File: config.mk
export PLATFORM = sky130hd
export DESIGN_NAME = transpose_mem
export DESIGN_NICKNAME = d
export VERILOG_FILES = /design/src/design/jpeg_pkg.sv /design/src/design/transpose_mem.sv
export VERILOG_INCLUDE_DIRS = /design/src /design/src/design
export SDC_FILE = /design/constraint.sdc
export NUM_CORES = 1
export LEC_CHECK = 0
export BUFFER_PORTS_ARGS = -buffer_cell sky130_fd_sc_hd__buf_4
export CORE_MARGIN = 2
export CORE_UTILIZATION = 66
export DETAILED_ROUTE_END_ITERATION = 6
export PLACE_DENSITY_LB_ADDON = 0.3
export SYNTH_ARGS = -nofsm -noshare
export SYNTH_HDL_FRONTEND = slang
export SYNTH_SLANG_ARGS = --single-unit
File: constraint.sdc
create_clock -name wb_clk_i -period 4 [get_ports wb_clk_i]
set_clock_uncertainty 0.15 [all_clocks]
set_input_delay 0.4 -clock wb_clk_i [delete_from_list [all_inputs] [get_ports wb_clk_i]]
set_output_delay 0.4 -clock wb_clk_i [all_outputs]
set_load 0.1 [all_outputs]
File: src/design/jpeg_params.svh
// address map, buffer depths and datapath widths
// fixed-point shifts for the dct and the quantizer
`ifndef JPEG_PARAMS_SVH
`define JPEG_PARAMS_SVH

// wishbone bus
`define JPEG_DATA_W     32
`define JPEG_ADR_W      13

// region select bits of the word address
`define JPEG_REGION_HI  12
`define JPEG_REGION_LO  11
`define JPEG_REG_IN     2'd0
`define JPEG_REG_OUT    2'd1
`define JPEG_REG_CSR    2'd2

// four pixels per input word, two coefficients per output word
`define JPEG_IN_WORDS   16
`define JPEG_OUT_WORDS  32

// datapath widths
`define JPEG_ROW_W      12
`define JPEG_COEF_W     16

// fractional bits of cosines and reciprocals
`define JPEG_DCT_SHIFT  11
`define JPEG_Q_SHIFT    16

// csr values
`define JPEG_CSR_START  1
`define JPEG_CSR_DONE   128

`endif

File: src/design/jpeg_pkg.sv
// shared types of the jpeg transform block
// bus request, sequencer control word, buffer word and quant table
`include "jpeg_params.svh"

package jpeg_pkg;

    // one wishbone request as seen by the buffers
    typedef struct packed {
        logic                    stb;
        logic                    we;
        logic [`JPEG_ADR_W-1:0]  adr;
        logic [`JPEG_DATA_W-1:0] dat;
    } bus_req_t;

    // per-cycle datapath control from the sequencer
    typedef struct packed {
        logic       dct_en;
        logic       col_pass;
        logic       t_wr;
        logic       t_rd;
        // row on write, column on read and quantize
        logic [2:0] idx;
        logic [1:0] lane;
        logic       out_we;
    } seq_ctrl_t;

    // buffer word, first element in the top bits
    typedef union packed {
        logic [0:3][7:0]               pix;
        logic [0:1][`JPEG_COEF_W-1:0] coef;
    } mem_word_u;

    //////////////////////////////////////////////////////////////////////
    // reciprocal quantization table, 16 fractional bits, index 8u+v
    //////////////////////////////////////////////////////////////////////
    localparam logic [15:0] RECIP [64] = '{
        16'd2048, 16'd2979, 16'd3277, 16'd2048, 16'd1365, 16'd819,  16'd643,  16'd537,
        16'd2731, 16'd2731, 16'd2341, 16'd1725, 16'd1260, 16'd565,  16'd546,  16'd596,
        16'd2341, 16'd2521, 16'd2048, 16'd1365, 16'd819,  16'd575,  16'd475,  16'd585,
        16'd2341, 16'd1928, 16'd1489, 16'd1130, 16'd643,  16'd377,  16'd410,  16'd529,
        16'd1820, 16'd1489, 16'd886,  16'd585,  16'd482,  16'd301,  16'd318,  16'd426,
        16'd1365, 16'd936,  16'd596,  16'd512,  16'd405,  16'd315,  16'd290,  16'd356,
        16'd669,  16'd512,  16'd420,  16'd377,  16'd318,  16'd271,  16'd273,  16'd324,
        16'd455,  16'd356,  16'd345,  16'd334,  16'd293,  16'd328,  16'd318,  16'd331
    };

endpackage

File: src/design/transpose_mem.sv
// 8x8 transpose register array
// written a row at a time, read a column at a time
`timescale 1ns/1ps
`include "jpeg_params.svh"

module transpose_mem import jpeg_pkg::*; (
    input  logic                         wb_clk_i,
    input  logic                         rst_n_i,
    input  seq_ctrl_t                    ctrl_i,
    input  logic [0:7][`JPEG_ROW_W-1:0] row_i,
    output logic [0:7][`JPEG_ROW_W-1:0] col_o
);

    // mem_q[r][j] is row r, column j
    logic [0:7][0:7][`JPEG_ROW_W-1:0] mem_q;

    always_ff @(posedge wb_clk_i or negedge rst_n_i) begin
        if (!rst_n_i) begin
            mem_q <= '0;
        end else if (ctrl_i.t_wr) begin
            mem_q[ctrl_i.idx] <= row_i;
        end
    end

    // column j is element j of every row
    always_comb begin
        for (int r = 0; r < 8; r++) begin
            col_o[r] = ctrl_i.t_rd ? mem_q[r][ctrl_i.idx] : '0;
        end
    end

endmodule

==> impl_results.md <==
- Outcome: finished, final reports clean
- Gr ovfl total: 0
- Die X: 235 um
- CP max FO: 30
- Largest registers: mem_q: 768 flops
- Via count: 23100
- Max H-tree Level: 3
- Vias in the first global route: 24300
- Layout Nets: 2807
- Top_reg_cell synth: dfrtp_1
- Avg Cell Area, Syn: 14.3 um2
- DRC Markers: 0
- Final period util: 82.5%
- Final wirelength: 104000 um
- Syn Nets: 2566
- DR iter-0 viols: 2211
- I/O pin count: 204
- Layout cell share with drive strength beyond 1: 41.3%
- Max-slew headroom: 25.2%
- EDFF count, synth: 0
- Synthesized area: 35200 um2
- RSZ-0062 raised after global routing: false
- Setup CP Type: in2out
- Final hold vios: 0
- CTS Buffer Depth: 3
- CP startpoint kind: primary input
- Area contributors post-synth: dfrtp_1, mux2_2, mux2i_1, o22ai_1, mux2_4
- Post-DP HPWL: 67500 um
- Synth cell types: 44
- Crit path required time: 3450 ps
- Post-synth top area share: 54.6%
- Max-cap violations: 0
- Routed vias/inst: 6.69
- Synth Register Bits: 768
- Register area share after synthesis: 54.6%
- Area Growth Syn to Fin: 15.6%
- Clock Latency Late Sink: 620 ps
- Pins Over Slew Limit: 0
- First-pass GRT wire length: 155000 um
- Synth warn: 0
- Final setup fails: 0
- Pwr Density: 562 nW/um2
- Most frequent cell after synthesis: dfrtp_1
- GP Congestion: 0.843
- Initial antenna violation count: 17
- Crit. End Element: output pin
- Global Route Usage Sum: 37.6%
- Largest net degree at the start of global routing: 121
- Number of flip-flops in the largest register: 768
- CTS buffer count: 78
- Fill cells: 2999
- Register name with the most flops: mem_q
- Setup TNS: 0 ps
- Fmax: 303 MHz
- Post-CTS Hold Buffers: 78
- Dominant cell type by area after synthesis: dfrtp_1
- Core area: 52700 um2
- CTS tree: done
- Num rows: 84
- Fraction of registers with async set/reset: 100%
- Die height: 235 um
- Die area: 55200 um2
- PnR worst setup slack: 699 ps
- Routed Antenna Nets: 0
- Cell count after synthesis: 2458
- IO Port Bufs: 198
- DRT Pass-1 Iters: 5
- Synth cell count leaders: dfrtp_1, mux2_2, mux2i_1
- Slew at the pin closest to its max-slew limit: 1120 ps
- Min-delay worst type: in2reg
- Pre-CTS setup slack: 770 ps
- Hold WS: 23.2 ps
- Clock Root Buffer: clkbuf_16
- PostCTS Resize Cnt: 0
- Crit path time final: 3300 ps
- Leak: 0.0183 uW
- Arrival time of the worst setup path: 2750 ps
- CTS Sinks: 768
- Post-CTS setup buffers: 0
- Clock transition at path regs: 60 ps
- Per-cell routed wire length: 30.0 um
- Maximum VDD drop: 421 uV
- Starting Density: 66.9%
cells by family (layout without fill, tap and decap cells):
kind of cell	count (synthesis)	after routing	share of synthesized area (%)
mux	1110	1110	34.7
flops	768	768	54.6
compound gates	330	330	6.37
buf+inv	192	494	3.28
simple gates	58	58	1.06
other cells	0	9	0
critical path, stage by stage:
cell      delay, ps
buf_4           460
nand2b_2        440
buf_12          310
o22ai_1         290
o21a_1          400
buf_4           360
placed cells by master, fill, tap and decap left out, drive strengths merged, types with 7 or more instances in the layout:
cell type,netlist,layout
diode,0,9
mux2,772,772
o21a,67,67
clkbuf,40,117
buf,150,273
clkinv,1,18
nor2,7,7
a22oi,9,9
nor2b,27,27
nand2,7,7
dlygate4sd3,0,78
a21oi,34,34
a211oi,32,32
mux2i,338,338
a311oi,26,26
dfrtp,768,768
o22ai,151,151
worst paths after layout:
| path | end | start | slack [ps] | cells past startpoint |
|---|---|---|---|---|
| worst min-delay path | mem_q[398]$_DFFE_PN0P_ | row_i[14] | 20 | 2 |
| worst max register to register | mem_q[701]$_DFFE_PN0P_ | mem_q[701]$_DFFE_PN0P_ | 3040 | 1 |
| max in group asynchronous | mem_q[104]$_DFFE_PN0P_ | rst_n_i | 2160 | 4 |
| worst max-delay path | col_o[5] | ctrl_i[5] | 700 | 6 |
| min in group asynchronous | mem_q[615]$_DFFE_PN0P_ | rst_n_i | 160 | 2 |
| worst min register to register | mem_q[721]$_DFFE_PN0P_ | mem_q[721]$_DFFE_PN0P_ | 340 | 1 |
power breakdown:
part	internal (uW)	switching (uW)
clock	4260	3050
sequential	9490	910
combinational	2300	2860
total	16100	6820
cell type report:
class | count | area [um2] | area share (%)
inverters | 2 | 12.5 | 0.0307
repair buffers | 351 | 3160 | 7.76
well taps | 688 | 861 | 2.11
diodes | 9 | 22.5 | 0.0553
multi-input cells | 1498 | 14900 | 36.5
flip-flops and latches | 768 | 19200 | 47.2
clock inverters | 24 | 219 | 0.538
clock buffers | 117 | 2350 | 5.78
per-layer routing:
layer  GRT usage (%)  vias to the layer above  part of all wire (%)
met5               0                        -                 0.059
met4            18.2                       10                   5.4
met3            8.08                      290                   8.4
met2            57.8                     1038                    46
met1            51.3                    12200                    40
li1                -                     9615                     -
metrics by stage:
stage,total power (uW),cells,cell area [um2],util (%)
5_1_grt,23700,3453,40700,77.3
6_report,22900,3457,40700,77.3
2_1_floorplan,13900,2458,35200,-
3_3_place_gp,15200,3229,37300,70.9
3_5_place_dp,15500,3229,37300,70.9
4_1_cts,22900,3448,40700,77.3
(Power assumes the default switching activity.)
