## src/design/jpeg_params.svh

```systemverilog
// address map, buffer depths and datapath widths
// fixed-point shifts for the dct and the quantizer
`ifndef JPEG_PARAMS_SVH
`define JPEG_PARAMS_SVH

// wishbone bus
`define JPEG_DATA_W     32
`define JPEG_ADR_W      13

// region select bits of the word address
`define JPEG_REGION_HI  12
`define JPEG_REGION_LO  11
`define JPEG_REG_IN     2'd0
`define JPEG_REG_OUT    2'd1
`define JPEG_REG_CSR    2'd2

// four pixels per input word, two coefficients per output word
`define JPEG_IN_WORDS   16
`define JPEG_OUT_WORDS  32

// datapath widths
`define JPEG_ROW_W      12
`define JPEG_COEF_W     16

// fractional bits of cosines and reciprocals
`define JPEG_DCT_SHIFT  11
`define JPEG_Q_SHIFT    16

// csr values
`define JPEG_CSR_START  1
`define JPEG_CSR_DONE   128

`endif

```

## src/design/jpeg_pkg.sv

```systemverilog
// shared types of the jpeg transform block
// bus request, sequencer control word, buffer word and quant table
`include "jpeg_params.svh"

package jpeg_pkg;

    // one wishbone request as seen by the buffers
    typedef struct packed {
        logic                    stb;
        logic                    we;
        logic [`JPEG_ADR_W-1:0]  adr;
        logic [`JPEG_DATA_W-1:0] dat;
    } bus_req_t;

    // per-cycle datapath control from the sequencer
    typedef struct packed {
        logic       dct_en;
        logic       col_pass;
        logic       t_wr;
        logic       t_rd;
        // row on write, column on read and quantize
        logic [2:0] idx;
        logic [1:0] lane;
        logic       out_we;
    } seq_ctrl_t;

    // buffer word, first element in the top bits
    typedef union packed {
        logic [0:3][7:0]               pix;
        logic [0:1][`JPEG_COEF_W-1:0] coef;
    } mem_word_u;

    //////////////////////////////////////////////////////////////////////
    // reciprocal quantization table, 16 fractional bits, index 8u+v
    //////////////////////////////////////////////////////////////////////
    localparam logic [15:0] RECIP [64] = '{
        16'd2048, 16'd2979, 16'd3277, 16'd2048, 16'd1365, 16'd819,  16'd643,  16'd537,
        16'd2731, 16'd2731, 16'd2341, 16'd1725, 16'd1260, 16'd565,  16'd546,  16'd596,
        16'd2341, 16'd2521, 16'd2048, 16'd1365, 16'd819,  16'd575,  16'd475,  16'd585,
        16'd2341, 16'd1928, 16'd1489, 16'd1130, 16'd643,  16'd377,  16'd410,  16'd529,
        16'd1820, 16'd1489, 16'd886,  16'd585,  16'd482,  16'd301,  16'd318,  16'd426,
        16'd1365, 16'd936,  16'd596,  16'd512,  16'd405,  16'd315,  16'd290,  16'd356,
        16'd669,  16'd512,  16'd420,  16'd377,  16'd318,  16'd271,  16'd273,  16'd324,
        16'd455,  16'd356,  16'd345,  16'd334,  16'd293,  16'd328,  16'd318,  16'd331
    };

endpackage

```

## src/design/quantizer.sv

```systemverilog
// two-lane reciprocal quantizer
// packs coefficients u=2l and 2l+1 of column v into one output word
`timescale 1ns/1ps
`include "jpeg_params.svh"

module quantizer import jpeg_pkg::*; (
    input  logic                                wb_clk_i,
    input  logic                                rst_n_i,
    input  seq_ctrl_t                           ctrl_i,
    input  logic [0:7][`JPEG_COEF_W-1:0]       y_i,
    output logic                                out_we_o,
    output logic [$clog2(`JPEG_OUT_WORDS)-1:0] out_adr_o,
    output mem_word_u                           out_dat_o
);

    logic [2:0]         u0;
    logic [2:0]         u1;
    logic [15:0]        rec0;
    logic [15:0]        rec1;
    logic signed [32:0] prod0;
    logic signed [32:0] prod1;

    // lane l covers rows 2l and 2l+1 of the current column
    always_comb begin
        u0    = {ctrl_i.lane, 1'b0};
        u1    = {ctrl_i.lane, 1'b1};
        rec0  = RECIP[{u0, ctrl_i.idx}];
        rec1  = RECIP[{u1, ctrl_i.idx}];
        prod0 = $signed(y_i[u0]) * $signed({1'b0, rec0});
        prod1 = $signed(y_i[u1]) * $signed({1'b0, rec1});
    end

    always_ff @(posedge wb_clk_i or negedge rst_n_i) begin
        if (!rst_n_i) begin
            out_we_o <= 1'b0;
        end else begin
            out_we_o <= ctrl_i.out_we;
        end
    end

    // word 4v+l, lower u in the top half
    always_ff @(posedge wb_clk_i) begin
        if (ctrl_i.out_we) begin
            out_adr_o         <= {ctrl_i.idx, ctrl_i.lane};
            out_dat_o.coef[0] <= prod0[`JPEG_Q_SHIFT +: `JPEG_COEF_W];
            out_dat_o.coef[1] <= prod1[`JPEG_Q_SHIFT +: `JPEG_COEF_W];
        end
    end

endmodule

```

## config.mk

```make
export PLATFORM = sky130hd
export DESIGN_NAME = quantizer
export DESIGN_NICKNAME = d
export VERILOG_FILES = /design/src/design/jpeg_pkg.sv /design/src/design/quantizer.sv
export VERILOG_INCLUDE_DIRS = /design/src /design/src/design
export SDC_FILE = /design/constraint.sdc
export NUM_CORES = 1
export LEC_CHECK = 0
export BUFFER_PORTS_ARGS = -buffer_cell sky130_fd_sc_hd__buf_2
export CAP_MARGIN = 40
export CORE_MARGIN = 1.5
export CORE_UTILIZATION = 25
export CTS_CLUSTER_DIAMETER = 120
export DETAILED_ROUTE_END_ITERATION = 6
export PLACE_DENSITY = 0.38
export SKIP_LAST_GASP = 1
export SYNTH_ARGS = -nofsm -noshare
export SYNTH_HDL_FRONTEND = slang
export SYNTH_SLANG_ARGS = --single-unit
```

## constraint.sdc

```tcl
create_clock -name wb_clk_i -period 1.1 [get_ports wb_clk_i]
set_input_delay 0.275 -clock wb_clk_i [delete_from_list [all_inputs] [get_ports wb_clk_i]]
set_output_delay 0.275 -clock wb_clk_i [all_outputs]
set_load 0.03 [all_outputs]
```

==> impl_metrics.toml <==
[timing]
fin_crit_ps = 6489
slew_headroom_pct = 56.73
min_period_over_period_pct = 589.9
setup_violations = 70
hold_ws_ps = 178.1
drv_slew = 0
worst_pin_slew_ps = 648.0
rsz0062_at_grt = "true"
fmax_ghz = 0.1541
hold_viol = 0
fin_ws_ps = -5389

[grt]
antenna_found_initial = 1
grt_pass1_wl_um = 89740
globalRoute.totalOverflow = 0
grt_max_degree = 35
grt_pass1_vias = 15775
grt_usage_pct = 17.32

[logic_synthesis]
synth_cell_type_count = 80
synthArstFlopShare_pct = 2.632
synth_area_per_cell_um2 = 8.849
seq_area_frac_synth_pct = 6.906
synth-edff-count = 37
synth_flop_cell = "edfxtp_1"
yosys.area.top_type = "fa_1"
ys_warn_count = 0
syn_area_um2 = 16450
synthTopCellsByArea = "fa_1 (33%), ha_1 (19%), inv_1 (8.4%), edfxtp_1 (6.8%), nand2_1 (5.3%)"
syn_inst = 1859
syn_nets = 2519
ys_seq_elements = 38
netlist.area_leader.share_pct = 33.34

[layout]
final_cell_mix = "buf_4 (397), inv_1 (340), fa_1 (256)"
final_core_util_pct = 36.12
final_nets = 3082
antenna_cells = 0
multi_input_area_um2 = 14710
nFillCells = 6791
syn_to_final_growth_pct = 42.04
final_area_um2 = 23370
seq_area_um2 = 1136
final_common_cell = "buf_4"
layout-drive-gt1-share_pct = 36.73

[floorplanning]
io_pins = 178
row_count = 93
dieHeight_um = 259.5
dieArea_um2 = 67350
die_w_um = 259.5
coreArea_um2 = 64700
start_util_pct = 25.43

[cts]
tritoncts = "built"
clk_pin_slew_ps = 70
ctsRootBufferMaster = "clkbuf_16"
clockBufferDepth = 2
ctsHtreeMaxLevel = 2
clock_sinks = 38
cts_made_buffers = 5

[detailed_routing]
dr.pass1.iters = 4
routed_wl_um = 56900
wl_met3_um = 1312
vias_per_cell = 4.414
drtAntennaViolNets = 0
dr.max_layer_used = "met5"
drt-initial-drc-count = 553
wl_met1_um = 26070
route.detailed.drc = 0
vias = 14469
routed-wl-met2_um = 28250
wire_per_inst_um = 17.36

[hold_path]
hold_path.class = "input pin to register"
min_path_cells = 1
worstHoldStart = "ctrl_i[3]"
hold_end = "out_adr_o[2]$_DFFE_PP_"

[run]
drv_cap = 0

[placed_design]
placed_area_um2 = 21580
port_buffers = 173
dp_hpwl_um = 49850
place.gp.congestion = 0.8467

[worst_setup_path]
required_ps = 1180
critPathLaunchType = "input pin"
critical_path_class = "input pin to register"
cp.arrival_ps = 6560
max_stage_delay_ps = 530
worstPathMaxFanout = 6
slowest_stage = "fa_1"
end_kind = "register"
cpMostUsedCell = "fa_1"

[run_status]
failed_checks = "setup timing"
status = "finished, violations left"
synth_stat cells (7+ instances only):
| library cell | count |
|---|---|
| nor2_1 | 167 |
| o21bai_1 | 7 |
| buf_2 | 10 |
| and3_1 | 7 |
| nand3_1 | 16 |
| o21ai_0 | 34 |
| clkbuf_1 | 43 |
| buf_1 | 7 |
| and2_1 | 50 |
| ha_1 | 246 |
| mux2_2 | 17 |
| mux2i_1 | 23 |
| nand2_1 | 232 |
| a21o_1 | 21 |
| nand2b_1 | 18 |
| nor2b_1 | 21 |
| xor2_1 | 9 |
| edfxtp_1 | 37 |
| nand4_1 | 9 |
| a31oi_1 | 11 |
| inv_1 | 367 |
| fa_1 | 274 |
| a21oi_1 | 54 |
| mux4_2 | 16 |
| xnor2_1 | 18 |
| o21ai_1 | 16 |
| nor3_1 | 18 |
| o21a_1 | 19 |
registers in the layout, indices dropped and copies added, names as in the netlist:
| signal | count |
|---|---|
| out_we_o | 1 |
| out_dat_o | 32 |
| out_adr_o | 5 |
worst max-delay path, delay by kind of cell:
family                   cells  cell delay, ps
adder cells (fa/ha/maj)      8            3360
AND/OR/NAND/NOR              5            1240
AO/OA/AOI/OAI                6            1030
buffers and inverters        5             490
XOR/XNOR                     1             130
through the flow:
stage,std cells,setup slack [ps],TNS [ps]
final,3278,-5389,-169210
after global routing,3278,-5620,-177720
after CTS,3266,-5435,-170960
after detailed placement,3222,-6267,-194010
after global placement,3221,-6353,-196750
after floorplan,1859,-5656,-171200
metal layers:
| metal | up-vias | GRT usage, % |
|---|---|---|
| li1 | 7057 | - |
| met1 | 7127 | 22.93 |
| met2 | 228 | 30.36 |
| met3 | 55 | 1.601 |
| met4 | 2 | 3.957 |
| met5 | - | 0 |
worst max path at each step:
stage / slack (ps) / from / endpoint / cells past startpoint
2_1_floorplan: -5660 / ctrl_i[3] / out_dat_o[12]$_DFFE_PP_ / 25
3_3_place_gp: -6350 / ctrl_i[4] / out_dat_o[22]$_DFFE_PP_ / 28
3_5_place_dp: -6270 / ctrl_i[4] / out_dat_o[22]$_DFFE_PP_ / 29
4_1_cts: -5430 / ctrl_i[4] / out_dat_o[9]$_DFFE_PP_ / 29
5_1_grt: -5620 / ctrl_i[4] / out_dat_o[14]$_DFFE_PP_ / 24
6_report: -5390 / ctrl_i[4] / out_dat_o[12]$_DFFE_PP_ / 25
area by class of cell:
type | instances | area share, %
Inverter | 369 | 5.992
Timing Repair Buffer | 622 | 20.98
Clock buffer | 6 | 0.5944
Sequential cell | 38 | 4.862
Tap cell | 855 | 4.578
Clock inverter | 2 | 0.05355
Multi-Input combinational cell | 1386 | 62.94
what timing repair did:
| item | in CTS | in global routing |
|---|---|---|
| endpoints found under the setup margin | 70 | 70 |
| hold buffers | 1 | 0 |
| gates resized for setup | 235 | 92 |
| hold endpoints to repair | 1 | 0 |
| pin swaps | 82 | 52 |
| setup buffers | 39 | 15 |
kinds of logic after synthesis:
family	Yosys count	share of synthesized area, %
XOR/XNOR	27	1.438
flip-flops	38	6.906
multiplexers	56	4.754
adder cells (fa/ha/maj)	520	52.05
AND/OR/NAND/NOR	567	15.49
buffers and inverters	435	10.28
AO/OA/AOI/OAI	216	9.074
Power is left out: the tool's default activity adds up to more than one toggle a clock period on the data nets, which glitch-free logic cannot reach.
