$ cat src/design/jpeg_params.svh
// address map, buffer depths and datapath widths
// fixed-point shifts for the dct and the quantizer
`ifndef JPEG_PARAMS_SVH
`define JPEG_PARAMS_SVH

// wishbone bus
`define JPEG_DATA_W     32
`define JPEG_ADR_W      13

// region select bits of the word address
`define JPEG_REGION_HI  12
`define JPEG_REGION_LO  11
`define JPEG_REG_IN     2'd0
`define JPEG_REG_OUT    2'd1
`define JPEG_REG_CSR    2'd2

// four pixels per input word, two coefficients per output word
`define JPEG_IN_WORDS   16
`define JPEG_OUT_WORDS  32

// datapath widths
`define JPEG_ROW_W      12
`define JPEG_COEF_W     16

// fractional bits of cosines and reciprocals
`define JPEG_DCT_SHIFT  11
`define JPEG_Q_SHIFT    16

// csr values
`define JPEG_CSR_START  1
`define JPEG_CSR_DONE   128

`endif

$ cat src/design/jpeg_pkg.sv
// shared types of the jpeg transform block
// bus request, sequencer control word, buffer word and quant table
`include "jpeg_params.svh"

package jpeg_pkg;

    // one wishbone request as seen by the buffers
    typedef struct packed {
        logic                    stb;
        logic                    we;
        logic [`JPEG_ADR_W-1:0]  adr;
        logic [`JPEG_DATA_W-1:0] dat;
    } bus_req_t;

    // per-cycle datapath control from the sequencer
    typedef struct packed {
        logic       dct_en;
        logic       col_pass;
        logic       t_wr;
        logic       t_rd;
        // row on write, column on read and quantize
        logic [2:0] idx;
        logic [1:0] lane;
        logic       out_we;
    } seq_ctrl_t;

    // buffer word, first element in the top bits
    typedef union packed {
        logic [0:3][7:0]               pix;
        logic [0:1][`JPEG_COEF_W-1:0] coef;
    } mem_word_u;

    //////////////////////////////////////////////////////////////////////
    // reciprocal quantization table, 16 fractional bits, index 8u+v
    //////////////////////////////////////////////////////////////////////
    localparam logic [15:0] RECIP [64] = '{
        16'd2048, 16'd2979, 16'd3277, 16'd2048, 16'd1365, 16'd819,  16'd643,  16'd537,
        16'd2731, 16'd2731, 16'd2341, 16'd1725, 16'd1260, 16'd565,  16'd546,  16'd596,
        16'd2341, 16'd2521, 16'd2048, 16'd1365, 16'd819,  16'd575,  16'd475,  16'd585,
        16'd2341, 16'd1928, 16'd1489, 16'd1130, 16'd643,  16'd377,  16'd410,  16'd529,
        16'd1820, 16'd1489, 16'd886,  16'd585,  16'd482,  16'd301,  16'd318,  16'd426,
        16'd1365, 16'd936,  16'd596,  16'd512,  16'd405,  16'd315,  16'd290,  16'd356,
        16'd669,  16'd512,  16'd420,  16'd377,  16'd318,  16'd271,  16'd273,  16'd324,
        16'd455,  16'd356,  16'd345,  16'd334,  16'd293,  16'd328,  16'd318,  16'd331
    };

endpackage

$ cat src/design/jpeg_bus_port.sv
// wishbone slave front end of the transform block
// region decode, single-cycle ack, csr and read data mux
`timescale 1ns/1ps
`include "jpeg_params.svh"

module jpeg_bus_port import jpeg_pkg::*; (
    input  logic                    wb_clk_i,
    input  logic                    rst_n_i,
    input  logic                    wb_stb_i,
    input  logic                    wb_we_i,
    input  logic [`JPEG_ADR_W-1:0]  wb_adr_i,
    input  logic [`JPEG_DATA_W-1:0] wb_dat_i,
    input  mem_word_u               in_rd_i,
    input  mem_word_u               out_rd_i,
    input  logic                    done_i,
    output bus_req_t                req_o,
    output logic                    in_sel_o,
    output logic                    out_sel_o,
    output logic                    start_o,
    output logic                    wb_ack_o,
    output logic [`JPEG_DATA_W-1:0] wb_dat_o
);

    logic [1:0]              region;
    logic                    csr_wr;
    logic                    busy_q;
    logic [`JPEG_DATA_W-1:0] csr_q;

    assign region    = wb_adr_i[`JPEG_REGION_HI:`JPEG_REGION_LO];
    assign in_sel_o  = wb_stb_i && (region == `JPEG_REG_IN);
    assign out_sel_o = wb_stb_i && (region == `JPEG_REG_OUT);
    // csr takes the write once, in the acknowledged cycle
    assign csr_wr    = wb_stb_i && wb_we_i && wb_ack_o && (region == `JPEG_REG_CSR);

    assign req_o = '{stb: wb_stb_i, we: wb_we_i, adr: wb_adr_i, dat: wb_dat_i};

    // ack one clock after strobe, held for a single cycle
    always_ff @(posedge wb_clk_i or negedge rst_n_i) begin
        if (!rst_n_i) begin
            wb_ack_o <= 1'b0;
        end else begin
            wb_ack_o <= wb_stb_i && !wb_ack_o;
        end
    end

    //////////////////////////////////////////////////////////////////////
    // control/status register
    //////////////////////////////////////////////////////////////////////
    always_ff @(posedge wb_clk_i or negedge rst_n_i) begin
        if (!rst_n_i) begin
            busy_q  <= 1'b0;
            start_o <= 1'b0;
            csr_q   <= '0;
        end else begin
            start_o <= 1'b0;
            if (done_i) begin
                busy_q <= 1'b0;
                csr_q  <= `JPEG_CSR_DONE;
            end else if (csr_wr && !busy_q) begin
                if (wb_dat_i == `JPEG_CSR_START) begin
                    // block starts, csr reads zero until done
                    busy_q  <= 1'b1;
                    start_o <= 1'b1;
                    csr_q   <= '0;
                end else begin
                    csr_q <= wb_dat_i;
                end
            end
        end
    end

    // read data, valid while ack is high
    always_comb begin
        case (region)
            `JPEG_REG_IN:  wb_dat_o = in_rd_i;
            `JPEG_REG_OUT: wb_dat_o = out_rd_i;
            `JPEG_REG_CSR: wb_dat_o = csr_q;
            default:       wb_dat_o = '0;
        endcase
    end

    // every ack answers a strobe still held on the same address
    ack_has_stb: assert property (@(posedge wb_clk_i) disable iff (!rst_n_i)
        wb_ack_o |-> $past(wb_stb_i) && wb_stb_i && $stable(wb_adr_i));

endmodule

$ cat config.mk
export PLATFORM = sky130hd
export DESIGN_NAME = jpeg_bus_port
export DESIGN_NICKNAME = d
export VERILOG_FILES = /design/src/design/jpeg_pkg.sv /design/src/design/jpeg_bus_port.sv
export VERILOG_INCLUDE_DIRS = /design/src /design/src/design
export SDC_FILE = /design/constraint.sdc
export NUM_CORES = 1
export LEC_CHECK = 0
export BUFFER_PORTS_ARGS = -buffer_cell sky130_fd_sc_hd__clkbuf_2
export CAP_MARGIN = 10
export CORE_AREA = 2 2 87 106
export DETAILED_ROUTE_END_ITERATION = 16
export DIE_AREA = 0 0 89 108
export HOLD_SLACK_MARGIN = 0.03
export MAX_ROUTING_LAYER = met4
export PLACE_DENSITY_LB_ADDON = 0.05
export SLEW_MARGIN = 20
export SYNTH_ARGS = -nofsm -noshare
export SYNTH_HDL_FRONTEND = slang
export SYNTH_SLANG_ARGS = --single-unit
$ cat constraint.sdc
create_clock -name wb_clk_i -period 2.3 [get_ports wb_clk_i]
set_clock_uncertainty 0.1 [all_clocks]
set_input_delay 0.345 -clock wb_clk_i [delete_from_list [all_inputs] [get_ports wb_clk_i]]
set_output_delay 0.345 -clock wb_clk_i [all_outputs]
set_load 0.005 [all_outputs]
==> summary.md, run 1 <==
| Metric | Value |
|---|---|
| Gpl congestion | `0.732` |
| Final wirelength | `7920 um` |
| Most frequent cell after synthesis | `nand2_1` |
| Vias in the first global route | `2430` |
| Syn Std Cell Area | `2530 um^2` |
| Crit path launch type | `input port` |
| Avg WL per Cell | `14.2 um` |
| Worst setup EP type | `output pin` |
| GRT Total Usage | `17.3%` |
| Main area contributors after synthesis | `dfrtp_1 (35%), buf_4 (15%), nand2_1 (14%)` |
| Port buffer count | `174` |
| Num CTS Buffers | `5` |
| Root Buffer | `clkbuf_8` |
| Worst Path Max Fanout | `28` |
| Non-Filler Instances | `559` |
| Vias per cell | `~4.5` |
| PwrDens | `approximately 450 nW/um^2` |
| Initial antenna violation count | `0` |
| Worst path max stage delay | `around 0.33 ns` |
| CTS sink count | `35` |
| Final Util | `38.5%` |
| Total leakage power | `approximately 1.7 nW` |
| Post-cts sizing count | `0` |
| Hold Crit Class | `in -> reg` |
| Core Box Area | `8520 um^2` |
| Via count | `2525` |
| Height of the die | `108 um` |
| Die W | `approximately 89 um` |
| Clk pin slew, worst setup/hold paths | `0.08 ns` |
| Share of cells above drive strength 1 | `between 40% and 50%` |
| Num ports | `197` |
| Total grt overflow | `0` |
| VDD IR max | `0.175 mV` |
| Syn_nets | `431` |
| Crit Path Category | `in -> out` |
| Fin area | `about 3300 um^2` |
| Yosys warnings | `0` |
| Post-DP HPWL | `6080 um` |
| Flops & latches, synth | `35` |
| Place WS | `0.407 ns` |
| Buf/Inv on CP | `3` |
| Fmax | `535 MHz` |
| Nets | `555` |
| Die area | `~9600 um^2` |
| Max-slew headroom | `52.7%` |
| Instance area at placement | `3170 um^2` |
| Detail Route Antenna Nets | `0` |
| DRC violations left | `0` |
| Post-synth cell types | `26` |
| WP data required | `1.86 ns` |
| CP max-delay cell | `clkbuf_2` |
| Total power | `about 1.5 mW` |
| Critical path data arrival time | `between 1 and 1.5 ns` |
| Post-synth top area cell | `dfrtp_1` |
| Max-slew violation count | `0` |
| Hold_buf cts | `1` |
| Largest net degree at the start of global routing | `33` |
| Hold Slack | `0.202 ns` |
| CTS tree | `yes` |
| Cell Count Post-Placement | `550` |
| H-tree levels | `2` |
| Status | `finished, final reports clean` |
| DR pass1 iterations | `4` |
| Hold Vio Cnt, Final | `0` |
| Worst skew pair latency | `0.29 ns` |
| Async SR Flop Fraction | `100%` |
| Syn Area/Cell | `7.98 um^2` |
| Syn Inst Count | `317` |
| Actual slew at the worst max-slew pin | `0.709 ns` |
| Setup WS post-layout | `0.432 ns` |
| Max cap viols | `0` |
| Post-synth top area share | `34.6%` |
| Num rows | `37` |
| DR iter-0 viols | `80` |
| EDFF count, synth | `0` |
| Post-synthesis sequential area ratio | `34.6%` |
| Post-synth top flop | `dfrtp_1` |
| Area delta synth->final | `29.5%` |
| First-pass GRT wire length | `between 10000 and 15000 um` |
| Post-route setup TNS | `0 ns` |
| Antenna diode count | `0` |
| Initial cell density of the core | `between 20% and 30%` |
| Post-CTS Setup Repair Bufs | `0` |
| Worst path cell trace | `clkbuf_2 > buf_12 > mux2i_1 > o21ai_0 > clkbuf_2` |
| Max clock buf depth | `2` |
| Delay-heaviest family, CP | `buffers and inverters` |
| Period utilization | `about four fifths` |
| Commonest cells in the synthesized netlist | `nand2_1 (94), buf_4 (49), dfrtp_1 (35)` |
| Cell seen most often among critical-path stages | `clkbuf_2` |
| Unrepaired setup endpoints after global routing | `no` |
| Final setup viols | `0` |
| Fin crit period | `1.87 ns` |
final cells by class:
| type | count | area [um^2] |
|---|---|---|
| multi-input cells | 212 | 1180 |
| inverters | 1 | 3.75 |
| fillers | 961 | 5240 |
| clock buffers | 8 | 100 |
| repair buffers | 186 | 976 |
| well taps | 117 | 146 |
| flip-flops and latches | 35 | 876 |
sequential cells by signal (all words and copies together), names as in the netlist:
name,cells
busy_q,1
csr_q,32
start_o,1
wb_ack_o,1
metal layers:
layer / GRT usage [%] / share of wire, %
met2: 30.4 / 53
met3: 3.05 / 5.2
met5: - / 0
met1: 20.6 / 41
met4: 4.05 / 1.2
kinds of logic (layout without fill, tap and decap cells):
family / after synthesis / in the layout / share of synthesized area [%]
and+or+nand+nor: 116 / 116 / 20.8
buffers and inverters: 70 / 195 / 19.0
AOI/OAI and AO/OA: 64 / 64 / 13.0
DFF: 35 / 35 / 34.6
muxes: 32 / 32 / 12.7
cells in the final DEF, fill, tap and decap left out:
master / Yosys / final
buf_12: 0 / 1
clkbuf_1: 7 / 1
mux2i_1: 32 / 32
clkbuf_8: 0 / 7
a21oi_1: 30 / 30
clkbuf_2: 0 / 174
nor4_1: 4 / 4
nand2_1: 94 / 94
nand3_1: 1 / 1
nor2b_1: 2 / 1
o21ai_1: 8 / 8
o21ai_0: 24 / 24
nor2b_2: 0 / 1
and4b_1: 1 / 1
nand3b_1: 1 / 1
dfrtp_1: 35 / 35
and3_1: 1 / 1
nor4_2: 3 / 3
inv_1: 1 / 1
buf_4: 49 / 10
and3b_1: 2 / 2
o21a_1: 1 / 1
dlygate4sd3_1: 0 / 1
nor3_1: 2 / 2
or2_1: 1 / 1
a41o_1: 1 / 1
nand4_1: 2 / 2
nor3b_1: 1 / 1
nor4b_2: 1 / 1
worst register-to-register path, delay by kind of cell (launching register included):
family / cells / cell delay (ns)
flip-flops: 1 / 0.38
AND/OR/NAND/NOR: 3 / 0.94
AO/OA/AOI/OAI: 1 / 0.19
power by group:
group / total, mW / internal, mW / leakage (nW) / switching (mW)
registers: 0.625 / 0.621 / 0.481 / 0.00390
logic: 0.336 / 0.164 / 1.19 / 0.172
clock network: 0.502 / 0.274 / 0.0515 / 0.228
worst paths after layout:
check / start / endpoint / slack [ns] / cells after the start
worst max register to register: busy_q / csr_q[0] / 0.59 / 4
worst max-delay path: wb_adr_i[12] / wb_dat_o[26] / 0.43 / 5
worst min-delay path: wb_dat_i[20] / csr_q[20] / 0.20 / 3
worst min register to register: wb_ack_o / wb_ack_o / 0.36 / 1
max in group asynchronous: rst_n_i / csr_q[4] / 0.94 / 3
min in group asynchronous: rst_n_i / csr_q[26] / 0.54 / 2
No activity file was read; power rests on OpenSTA's default activity.
==> run 2: changes to the inputs <==
Clock period 2.3 ns to 1.63 ns, I/O delays scaled along.
==> summary.md, run 2 (synthesized netlist as in run 1, its figures left out) <==
| Metric | Value |
|---|---|
| Status | `finished, final reports clean` |
| Max-slew headroom | `71.5%` |
| Commonest non-fill, non-tap cell in the layout | `clkbuf_2` |
| Num rows | `37` |
| Final wirelength | `7910 um` |
| Area delta synth->final | `33.3%` |
| Die area | `approximately 9600 um^2` |
| Largest reg by FF count | `csr_q` |
| Post-cts sizing count | `0` |
| Detail Route Antenna Nets | `0` |
| Vias per cell | `4.50` |
| Critical path data arrival time | `1.58 ns` |
| Root Buffer | `clkbuf_8` |
| Unrepaired setup endpoints after global routing | `no` |
| Clk pin slew, worst setup/hold paths | `0.07 ns` |
| Crit Path Category | `reg -> reg` |
| Core Box Area | `8520 um^2` |
| DRC violations left | `0` |
| Total leakage power | `1.79 nW` |
| Share of cells above drive strength 1 | `a little under half` |
| Largest net degree at the start of global routing | `29` |
| PwrDens | `581 nW/um^2` |
| DR iter-0 viols | `41` |
| Crit path launch type | `flop` |
| DR pass1 iterations | `4` |
| CTS sink count | `35` |
| Max FFs per register | `32` |
| Max clock buf depth | `2` |
| Fillers | `971` |
| Period utilization | `90.2%` |
| H-tree levels | `2` |
| GRT Total Usage | `17.0%` |
| Max cap viols | `0` |
| Worst skew pair latency | `0.29 ns` |
| Post-route setup TNS | `0 ns` |
| Instance area at placement | `approximately 3300 um^2` |
| Num CTS Buffers | `5` |
| Reg2reg start | `busy_q` |
| Vias in the first global route | `2478` |
| Fin area | `3370 um^2` |
| Non-Filler Instances | `570` |
| Initial antenna violation count | `0` |
| Antenna diode count | `0` |
| Initial cell density of the core | `between 20% and 30%` |
| Actual slew at the worst max-slew pin | `between 0.4 and 0.5 ns` |
| Via count | `2567` |
| VDD IR max | `0.227 mV` |
| Fin crit period | `1.47 ns` |
| Worst hold start | `wb_dat_i[31]` |
| Worst setup EP type | `flop` |
| Avg WL per Cell | `13.9 um` |
| Fmax | `~700 MHz` |
| CP Launch Point | `busy_q` |
| Die W | `89 um` |
| Hold Crit Class | `in -> reg` |
| Hold Vio Cnt, Final | `0` |
| Port buffer count | `~170` |
| Max-slew violation count | `0` |
| Height of the die | `108 um` |
| FF/Latch Area | `a little under 900 um^2` |
| WP data required | `1.74 ns` |
| Final setup viols | `0` |
| Num ports | `~200` |
| First-pass GRT wire length | `12200 um` |
| Nets | `568` |
| Total grt overflow | `0` |
| Post-DP HPWL | `6330 um` |
| Worst Path Max Fanout | `16` |
| Area of the multi-input gates | `1180 um^2` |
| Gpl congestion | `around 0.73` |
| Cell Count Post-Placement | `563` |
| Most frequent cells in the layout | `clkbuf_2 (174), nand2_1 (94), dfrtp_1 (35), mux2i_1 (32), a21oi_1 (30)` |
| CTS tree | `yes` |
-- run 2: worst paths after layout --
kind	endpoint	slack [ns]	cells past startpoint
max	csr_q[13]	0.16	5
min	csr_q[31]	0.10	3
max reg2reg	csr_q[13]	0.16	5
min reg2reg	wb_ack_o	0.36	1
max in group asynchronous	csr_q[11]	0.64	3
min in group asynchronous	csr_q[26]	0.32	2
-- run 2: power breakdown --
group	switching, mW	internal (mW)	total (mW)
combinational	0.243	0.254	0.498
sequential	0.00550	0.878	0.883
clock	0.296	0.285	0.580
total	0.545	1.42	1.96
-- run 2: what timing repair did --
action,CTS,global route
hold buffers,1,0
setup buffers,0,0
endpoints found under the hold margin,14,0
-- run 2: layout make-up --
cell class / count / share of cell area, %
Clock buffer: 6 / 2.15
Multi-Input combinational cell: 212 / 34.9
Sequential cell: 35 / 26.0
Tap cell: 117 / 4.34
Inverter: 1 / 0.111
Timing Repair Buffer: 199 / 32.6
-- run 2: critical path, stage by stage, from the launching register on --
cell,delay [ns]
dfrtp_1,0.38
and4b_1,0.25
and3b_1,0.20
buf_4,0.23
nand2_1,0.09
a21oi_1,0.13
-- run 2: layer usage --
metal	GRT usage, %	part of all wire (%)	vias up
met3	2.98	5.5	9
met4	4.69	0.96	0
li1	-	-	1294
met5	-	0	-
met1	18.6	40	1171
met2	31.1	53	93
-- run 2: through the flow --
step | hold WS [ns] | util [%] | power (mW) | setup WS (ns)
after global routing | 0.105 | 39.6 | 2.09 | 0.0291
after detailed placement | 0.112 | 38.6 | 1.40 | -0.193
after floorplan | -0.151 | - | 1.15 | 0.268
final | 0.103 | 39.6 | 1.96 | 0.160
after global placement | 0.103 | 38.6 | 1.40 | -0.199
after CTS | 0.0983 | 39.6 | 2.00 | 0.119
