File: src/design/jpeg_params.svh
// address map, buffer depths and datapath widths
// fixed-point shifts for the dct and the quantizer
`ifndef JPEG_PARAMS_SVH
`define JPEG_PARAMS_SVH

// wishbone bus
`define JPEG_DATA_W     32
`define JPEG_ADR_W      13

// region select bits of the word address
`define JPEG_REGION_HI  12
`define JPEG_REGION_LO  11
`define JPEG_REG_IN     2'd0
`define JPEG_REG_OUT    2'd1
`define JPEG_REG_CSR    2'd2

// four pixels per input word, two coefficients per output word
`define JPEG_IN_WORDS   16
`define JPEG_OUT_WORDS  32

// datapath widths
`define JPEG_ROW_W      12
`define JPEG_COEF_W     16

// fractional bits of cosines and reciprocals
`define JPEG_DCT_SHIFT  11
`define JPEG_Q_SHIFT    16

// csr values
`define JPEG_CSR_START  1
`define JPEG_CSR_DONE   128

`endif

File: src/design/jpeg_pkg.sv
// shared types of the jpeg transform block
// bus request, sequencer control word, buffer word and quant table
`include "jpeg_params.svh"

package jpeg_pkg;

    // one wishbone request as seen by the buffers
    typedef struct packed {
        logic                    stb;
        logic                    we;
        logic [`JPEG_ADR_W-1:0]  adr;
        logic [`JPEG_DATA_W-1:0] dat;
    } bus_req_t;

    // per-cycle datapath control from the sequencer
    typedef struct packed {
        logic       dct_en;
        logic       col_pass;
        logic       t_wr;
        logic       t_rd;
        // row on write, column on read and quantize
        logic [2:0] idx;
        logic [1:0] lane;
        logic       out_we;
    } seq_ctrl_t;

    // buffer word, first element in the top bits
    typedef union packed {
        logic [0:3][7:0]               pix;
        logic [0:1][`JPEG_COEF_W-1:0] coef;
    } mem_word_u;

    //////////////////////////////////////////////////////////////////////
    // reciprocal quantization table, 16 fractional bits, index 8u+v
    //////////////////////////////////////////////////////////////////////
    localparam logic [15:0] RECIP [64] = '{
        16'd2048, 16'd2979, 16'd3277, 16'd2048, 16'd1365, 16'd819,  16'd643,  16'd537,
        16'd2731, 16'd2731, 16'd2341, 16'd1725, 16'd1260, 16'd565,  16'd546,  16'd596,
        16'd2341, 16'd2521, 16'd2048, 16'd1365, 16'd819,  16'd575,  16'd475,  16'd585,
        16'd2341, 16'd1928, 16'd1489, 16'd1130, 16'd643,  16'd377,  16'd410,  16'd529,
        16'd1820, 16'd1489, 16'd886,  16'd585,  16'd482,  16'd301,  16'd318,  16'd426,
        16'd1365, 16'd936,  16'd596,  16'd512,  16'd405,  16'd315,  16'd290,  16'd356,
        16'd669,  16'd512,  16'd420,  16'd377,  16'd318,  16'd271,  16'd273,  16'd324,
        16'd455,  16'd356,  16'd345,  16'd334,  16'd293,  16'd328,  16'd318,  16'd331
    };

endpackage

File: src/design/dct_sequencer.sv
// block schedule of the transform
// rows through the dct into the transpose memory
// then columns through the dct into the quantizer
`timescale 1ns/1ps
`include "jpeg_params.svh"

module dct_sequencer import jpeg_pkg::*; (
    input  logic                               wb_clk_i,
    input  logic                               rst_n_i,
    input  logic                               start_i,
    output logic [$clog2(`JPEG_IN_WORDS)-1:0] in_adr_o,
    output seq_ctrl_t                          ctrl_o,
    output logic                               done_o
);

    localparam logic [1:0] PH_IDLE = 2'd0;
    localparam logic [1:0] PH_ROW  = 2'd1;
    localparam logic [1:0] PH_COL  = 2'd2;
    localparam logic [1:0] PH_DONE = 2'd3;
    // last transpose write of the row phase
    localparam logic [4:0] ROW_LAST = 5'd17;

    logic [1:0] phase_q;
    logic [4:0] cnt_q;
    logic [2:0] col_q;
    logic [2:0] step_q;
    logic [4:0] wr_row;

    //////////////////////////////////////////////////////////////////////
    // phase and cycle counters
    //////////////////////////////////////////////////////////////////////
    always_ff @(posedge wb_clk_i or negedge rst_n_i) begin
        if (!rst_n_i) begin
            phase_q <= PH_IDLE;
            cnt_q   <= '0;
            col_q   <= '0;
            step_q  <= '0;
        end else begin
            case (phase_q)
                PH_IDLE: begin
                    if (start_i) begin
                        phase_q <= PH_ROW;
                        cnt_q   <= '0;
                        col_q   <= '0;
                        step_q  <= '0;
                    end
                end
                PH_ROW: begin
                    if (cnt_q == ROW_LAST) begin
                        phase_q <= PH_COL;
                    end else begin
                        cnt_q <= cnt_q + 5'd1;
                    end
                end
                PH_COL: begin
                    // read step plus four lane steps per column
                    if (step_q == 3'd4) begin
                        step_q <= '0;
                        col_q  <= col_q + 3'd1;
                        if (col_q == 3'd7) begin
                            phase_q <= PH_DONE;
                        end
                    end else begin
                        step_q <= step_q + 3'd1;
                    end
                end
                default: phase_q <= PH_IDLE;
            endcase
        end
    end

    // last output word is written while done is high
    assign done_o = (phase_q == PH_DONE);

    //////////////////////////////////////////////////////////////////////
    // control decode
    //////////////////////////////////////////////////////////////////////
    always_comb begin
        ctrl_o   = '0;
        // word 2r at even count, word 2r+1 one clock later
        in_adr_o = cnt_q[3:0];
        wr_row   = cnt_q - 5'd3;
        case (phase_q)
            PH_ROW: begin
                // hi word of row r arrives at count 2r+2
                ctrl_o.dct_en = !cnt_q[0] && (cnt_q >= 5'd2) && (cnt_q <= 5'd16);
                // its result is written one clock later
                ctrl_o.t_wr   = cnt_q[0] && (cnt_q >= 5'd3);
                ctrl_o.idx    = wr_row[3:1];
            end
            PH_COL: begin
                ctrl_o.col_pass = 1'b1;
                ctrl_o.idx      = col_q;
                ctrl_o.t_rd     = (step_q == 3'd0);
                ctrl_o.dct_en   = (step_q == 3'd0);
                ctrl_o.out_we   = (step_q != 3'd0);
                ctrl_o.lane     = 2'(step_q - 3'd1);
            end
            default: begin
                ctrl_o = '0;
            end
        endcase
    end

    // a row write follows its row dct by one clock and never meets a read
    twr_trd_excl: assert property (@(posedge wb_clk_i) disable iff (!rst_n_i)
        ctrl_o.t_wr |-> !ctrl_o.t_rd && $past(ctrl_o.dct_en));

endmodule

File: config.mk
export PLATFORM = sky130hd
export DESIGN_NAME = dct_sequencer
export DESIGN_NICKNAME = d
export VERILOG_FILES = /design/src/design/jpeg_pkg.sv /design/src/design/dct_sequencer.sv
export VERILOG_INCLUDE_DIRS = /design/src /design/src/design
export SDC_FILE = /design/constraint.sdc
export NUM_CORES = 1
export LEC_CHECK = 0
export BUFFER_PORTS_ARGS = -buffer_cell sky130_fd_sc_hd__buf_4
export CAP_MARGIN = 20
export CORE_MARGIN = 2
export CORE_UTILIZATION = 40
export CTS_CLUSTER_DIAMETER = 200
export DETAILED_ROUTE_END_ITERATION = 10
export SYNTH_ARGS = -nofsm -noshare
export SYNTH_HDL_FRONTEND = slang
export SYNTH_SLANG_ARGS = --single-unit
File: constraint.sdc
create_clock -name wb_clk_i -period 1.58 [get_ports wb_clk_i]
set_clock_uncertainty 0.05 [all_clocks]
set_input_delay 0.158 -clock wb_clk_i [delete_from_list [all_inputs] [get_ports wb_clk_i]]
set_output_delay 0.158 -clock wb_clk_i [all_outputs]
set_load 0.02 [all_outputs]
==> results of run 1 <==
## layer usage
layer  track usage (%)  share of wire (%)  vias to the layer above
met5                 0                  0                        -
met4              9.83                1.9                        0
met3              1.67                2.7                        4
met2              37.6                 51                       16
met1              27.5                 44                      475
li1                  -                  -                      492
## Yosys cell counts, types with 2 or more instances
cell	n	area [sq um]
a21oi_1	2	10.0
nand2_1	8	30.0
nand3_1	8	40.0
nor2b_1	3	18.8
and3_1	3	18.8
nor3_1	3	15.0
o21ai_0	10	50.1
nand2b_1	2	12.5
buf_4	4	30.0
mux2i_1	2	20.0
a22o_1	4	35.0
a21boi_0	2	15.0
clkbuf_1	2	7.51
dfrtp_1	13	325
inv_1	10	37.5
nor2_1	4	15.0
ha_1	11	138
## state kept, by name (all words and copies together), names as in the netlist
register,count
col_q,3
phase_q,2
step_q,3
cnt_q,5
## where the power goes
| part | leakage (nW) | internal [mW] | total (mW) | switching [mW] |
|---|---|---|---|---|
| clock network | 0.0150 | 0.0982 | 0.222 | 0.123 |
| logic | 0.619 | 0.00567 | 0.0151 | 0.00943 |
| registers | 0.146 | 0.332 | 0.332 | 0 |
## cell families (layout without fill, tap and decap cells)
| family | Yosys count | count (layout) | share of synthesized area (%) |
|---|---|---|---|
| flops | 13 | 13 | 32.7 |
| compound gates | 28 | 28 | 19.1 |
| buf+inv | 17 | 66 | 8.04 |
| mux | 3 | 3 | 3.52 |
| fa+ha+maj | 11 | 11 | 13.8 |
| simple gates | 38 | 38 | 22.0 |
| xor+xnor | 1 | 1 | 0.880 |
## per-stage QoR
stage	TNS, ns	cell area, sq um	utilization [%]	hold WS, ns	setup WS, ns
after global placement	-0.0626	1290	53.6	-0.0344	-0.0626
after CTS	-1.12	1570	65.3	0.156	-0.310
after global routing	-2.37	1690	69.9	0.181	-0.421
after detailed placement	-0.0686	1290	53.6	-0.0341	-0.0543
after floorplan	0	1010	-	-0.188	0.00390
final	-1.60	1690	69.9	0.173	-0.309
## worst max-delay path: stages (launching register included)
cell     delay, ns
dfrtp_1       0.38
or4_4         0.54
nor2_2        0.10
nor3_1        0.06
o21a_1        0.18
buf_6         0.13
## what timing repair did
| item | CTS | global route |
|---|---|---|
| endpoints found under the hold margin | 13 | 0 |
| setup buffers | 11 | 3 |
| hold buffers | 1 | 0 |
| gates resized for setup | 40 | 25 |
| pin swaps | 6 | 8 |
| setup endpoints to repair | 10 | 22 |
## layout make-up
type | count | area (sq um)
fillers | 168 | 724
clock buffers | 4 | 26.3
repair buffers | 52 | 457
inverters | 10 | 37.5
well taps | 30 | 37.5
flip-flops and latches | 13 | 327
multi-input cells | 81 | 801
## worst max path at each step
stage	end	slack [ns]	depth (start not counted)
2_1_floorplan	phase_q[1]	0.004	6
3_3_place_gp	ctrl_o[9]	-0.06	5
3_5_place_dp	ctrl_o[9]	-0.05	5
4_1_cts	ctrl_o[9]	-0.31	5
5_1_grt	ctrl_o[4]	-0.42	7
6_report	ctrl_o[9]	-0.31	5
==> qor.yml, run 1 <==
final_layout:
  final_cell_mix: "buf_4, buf_6, dfrtp_1"
  nNetsFinal: 175
  drive_above_1_share_pct: 58.8
  stdcell_count: 190
  syn_to_final_growth_pct: 69.2
  final_common_cell: "buf_4"
  num_antenna_cells: 0
route:
  drtPass1Iterations: 4
  antenna_left: 0
  route.vias.total: 987
  wire_per_inst_microns: 15.0
  vias_per_cell: 5.19
  drc: 0
  drt_iter0_drc: 17
  wl_microns: 2850
critical_path:
  critical_path.startpoint: "cnt_q[3]"
  rr_startpoint: "phase_q[0]"
  reg2reg_depth: 7
  worstPathArrival_ns: 1.68
  required_ns: 1.37
  start_kind: "flip-flop"
  critPathMaxFanout: 2
  path_class: "flip-flop to output port"
  rrSetupSlack_ns: -0.06
  r2r_end: "phase_q[1]"
  cp-end-kind: "output port"
global_route:
  grt_overflow: 0
  grt_pass1_vias: 964
  grt.total_usage_pct: 21.8
  antenna_found_initial: 0
  grt_max_degree: 14
  grt_first_pass_wirelength_microns: 4480
min_path:
  hold_class: "primary input to flip-flop"
  holdPathEnd: "cnt_q[4]"
  whs_path_depth: 4
  worstHoldStart: "start_i"
clock_network:
  cts.clk_slew.worst_paths_ns: 0.09
  clk_latency_ns: 0.29
  clockBufferDepth: 2
  cts_tree: "done"
  cts_sinks: 13
  htreeDepth: 1
  root_buffer: "clkbuf_4"
  cts_made_buffers: 3
synthesis:
  ys_ff_latch: 13
  synth_cell_types: 37
  synth-async-reset-ratio_pct: 100
  syn_area_sq_um: 996
  syn_avg_cell_area_sq_um: 8.97
  postSynthCellCount: 111
  ys.flop_type: "dfrtp_1"
  yosysSeqAreaShare_pct: 32.7
  synth_edf_count: 0
  yosys_warnings: 0
  synth_nets: 125
placed_design:
  io_buffers: 17
  dp.final_hpwl_microns: 1830
  place_congestion: 0.895
  placed_cells: 172
sta:
  grt_setup_unrepaired: "yes"
  slew_headroom_pct: 85.9
  final-setup-viol-count: 13
  fmax_mhz: 529
  layout_worst_path_cycle_share_pct: 120
  finalMaxSlewViolations: 0
  finalCriticalPeriod_ns: 1.89
  worst_slack_ns: -0.309
  worstMarginPinSlew_ns: 0.207
  finalHoldViolCount: 0
floorplanning:
  rows: 18
  design.portCount: 18
  die_x_microns: 53.9
  die_area_sq_um: 2910
  core_area_sq_um: 2410
  dieHeight_microns: 53.9
  initial_core_util_pct: 41.3
run:
  drv_cap: 0
status:
  outcome: "finished, violations left"
  violations: "negative setup slack"
power_and_ir_drop:
  leakage_nw: 0.780
  p_total_mw: 0.569
  power_density_nw_per_um2: 338
  ir_drop_mv: 0.384
Power figures use the tool's default switching activity.
==> inputs of run 2 (changes only) <==
Settings changed: CTS_BUF_LIST set to sky130_fd_sc_hd__clkbuf_16.
==> qor.yml, run 2 (synthesis gave the netlist of run 1 again) <==
clock_network:
  cts_sinks: 13
  cts.clk_slew.worst_paths_ns: 0.05
  clk_latency_ns: 0.24
  htreeDepth: 1
  clockBufferDepth: 2
  cts_made_buffers: 3
  root_buffer: "clkbuf_16"
  cts_tree: "done"
power_and_ir_drop:
  pwr-share-clk_pct: 58.1
  p_seq_share_pct: 40.1
  leakage_nw: 0.808
  p_comb_share_pct: 1.8
  switching_share_pct: 19.0
  ir_drop_mv: 0.485
  power_density_nw_per_um2: 476
  p_switching_mw: 0.158
  p_total_mw: 0.832
  power.internal_mw: 0.674
final_layout:
  drive_above_1_share_pct: 59.4
  final_common_cell: "buf_4"
  largest_reg_flops: 5
  syn_to_final_growth_pct: 75.4
  nNetsFinal: 175
  reg.largest.list: "cnt_q x5, col_q x3, step_q x3"
  num_antenna_cells: 0
  regArea_sq_um: 327
  final_cell_mix: "buf_4, buf_6, dfrtp_1, inv_1, nand2_1"
  fill_cells: 153
  regMostFlops: "cnt_q"
  multi_input_area_sq_um: 813
critical_path:
  cp_num_buf_inv: 1
  path_class: "flip-flop to output port"
  path_delay_family: "simple AND/OR/NAND/NOR gates"
  start_kind: "flip-flop"
  worstPathArrival_ns: 1.63
  critPathMaxFanout: 2
  required_ns: 1.37
  cp-end-kind: "output port"
  crit_chain: "or4_4 -> nor2_2 -> nor3_1 -> o21a_1 -> buf_6"
  cpPeakStageDelay_ns: 0.54
  cp_slowest_cell: "or4_4"
  rr_startpoint: "phase_q[0]"
  critical_path.startpoint: "cnt_q[3]"
floorplanning:
  die_area_sq_um: 2910
  initial_core_util_pct: 41.3
  rows: 18
  design.portCount: 18
  die_x_microns: 53.9
  core_area_sq_um: 2410
  dieHeight_microns: 53.9
placed_design:
  dp_slack_ns: -0.0543
  dp.final_hpwl_microns: 1830
  place_congestion: 0.895
  io_buffers: 17
run:
  drv_cap: 0
route:
  wire_per_inst_microns: 15.6
  drt_iter0_drc: 12
  vias_per_cell: 5.30
  drc: 0
  antenna_left: 0
  drtPass1Iterations: 4
  route.vias.total: 1007
  wl_microns: 2970
status:
  outcome: "finished, violations left"
  violations: "negative setup slack"
sta:
  setup_tns_ns: -1.10
  finalCriticalPeriod_ns: 1.84
  finalMaxSlewViolations: 0
  finalHoldViolCount: 0
  fmax_mhz: 545
  final-setup-viol-count: 10
  worstMarginPinSlew_ns: 0.209
  grt_setup_unrepaired: "yes"
  layout_worst_path_cycle_share_pct: 116
  worst_slack_ns: -0.256
  slew_headroom_pct: 85.8
global_route:
  antenna_found_initial: 0
  grt_first_pass_wirelength_microns: 4590
  grt.total_usage_pct: 22.7
  grt_max_degree: 14
  grt_overflow: 0
  grt_pass1_vias: 977
min_path:
  worstHoldStart: "start_i"
  hold_class: "primary input to flip-flop"
## run 2: cell types whose count changed in the layout (fill, tap and decap cells not counted), sizes merged
cell    change
inv         +1
clkbuf      -1
## run 2: power by group through the flow
stage          clock (mW)  combinational, mW  sequential (mW)
6_report            0.483             0.0149            0.334
4_1_cts             0.484             0.0146            0.334
5_1_grt             0.504             0.0166            0.333
2_1_floorplan           0           0.000433            0.339
3_3_place_gp            0             0.0122            0.339
3_5_place_dp            0             0.0123            0.339
## run 2: stage by stage
stage	hold WS [ns]	util, %	instances	cell area, sq um
2_1_floorplan	-0.188	-	111	1010
3_3_place_gp	-0.0344	53.6	172	1290
3_5_place_dp	-0.0341	53.6	172	1290
4_1_cts	0.206	66.5	187	1600
5_1_grt	0.239	72.5	190	1750
6_report	0.222	72.5	190	1750
## run 2: worst paths after layout
path | cells after the start | slack, ns | endpoint
max in group asynchronous | 2 | 1.05 | cnt_q[0]
setup reg to reg | 7 | -0.05 | phase_q[1]
setup / recovery | 5 | -0.26 | ctrl_o[9]
min in group asynchronous | 2 | 0.25 | col_q[2]
hold / removal | 4 | 0.22 | cnt_q[4]
hold reg to reg | 2 | 0.48 | col_q[2]
## run 2: timing repair
action / 4_1_cts / 5_1_grt
hold buffers: 1 / 0
pin swaps: 8 / 9
endpoints found under the setup margin: 10 / 21
setup buffers: 10 / 5
endpoints found under the hold margin: 13 / 0
resized for setup: 36 / 29
## run 2: cell type report
| class | instances | share of cell area, % |
|---|---|---|
| multi-input combinational | 81 | 46.6 |
| clock inverter | 1 | 0.215 |
| tap | 30 | 2.15 |
| clock buffer | 3 | 4.30 |
| inverter | 10 | 2.15 |
| timing repair buffer | 52 | 25.9 |
| sequential | 13 | 18.7 |
## run 2: per-layer routing
metal  vias up  global-route usage (%)  part of all wire, %
met5         -                       0                    0
met4         0                    12.4                  3.1
met3        10                    2.50                  4.0
met2        28                    39.2                   52
met1       473                    27.3                   41
li1        496                       -                    -
## run 2: worst reg2reg max path: stages (launching register included)
cell and delay [ns]:
dfrtp_1 0.39, inv_2 0.07, buf_6 0.12, ha_4 0.17, buf_4 0.14, a22oi_2 0.16, nand2_2 0.09, mux2_4 0.30
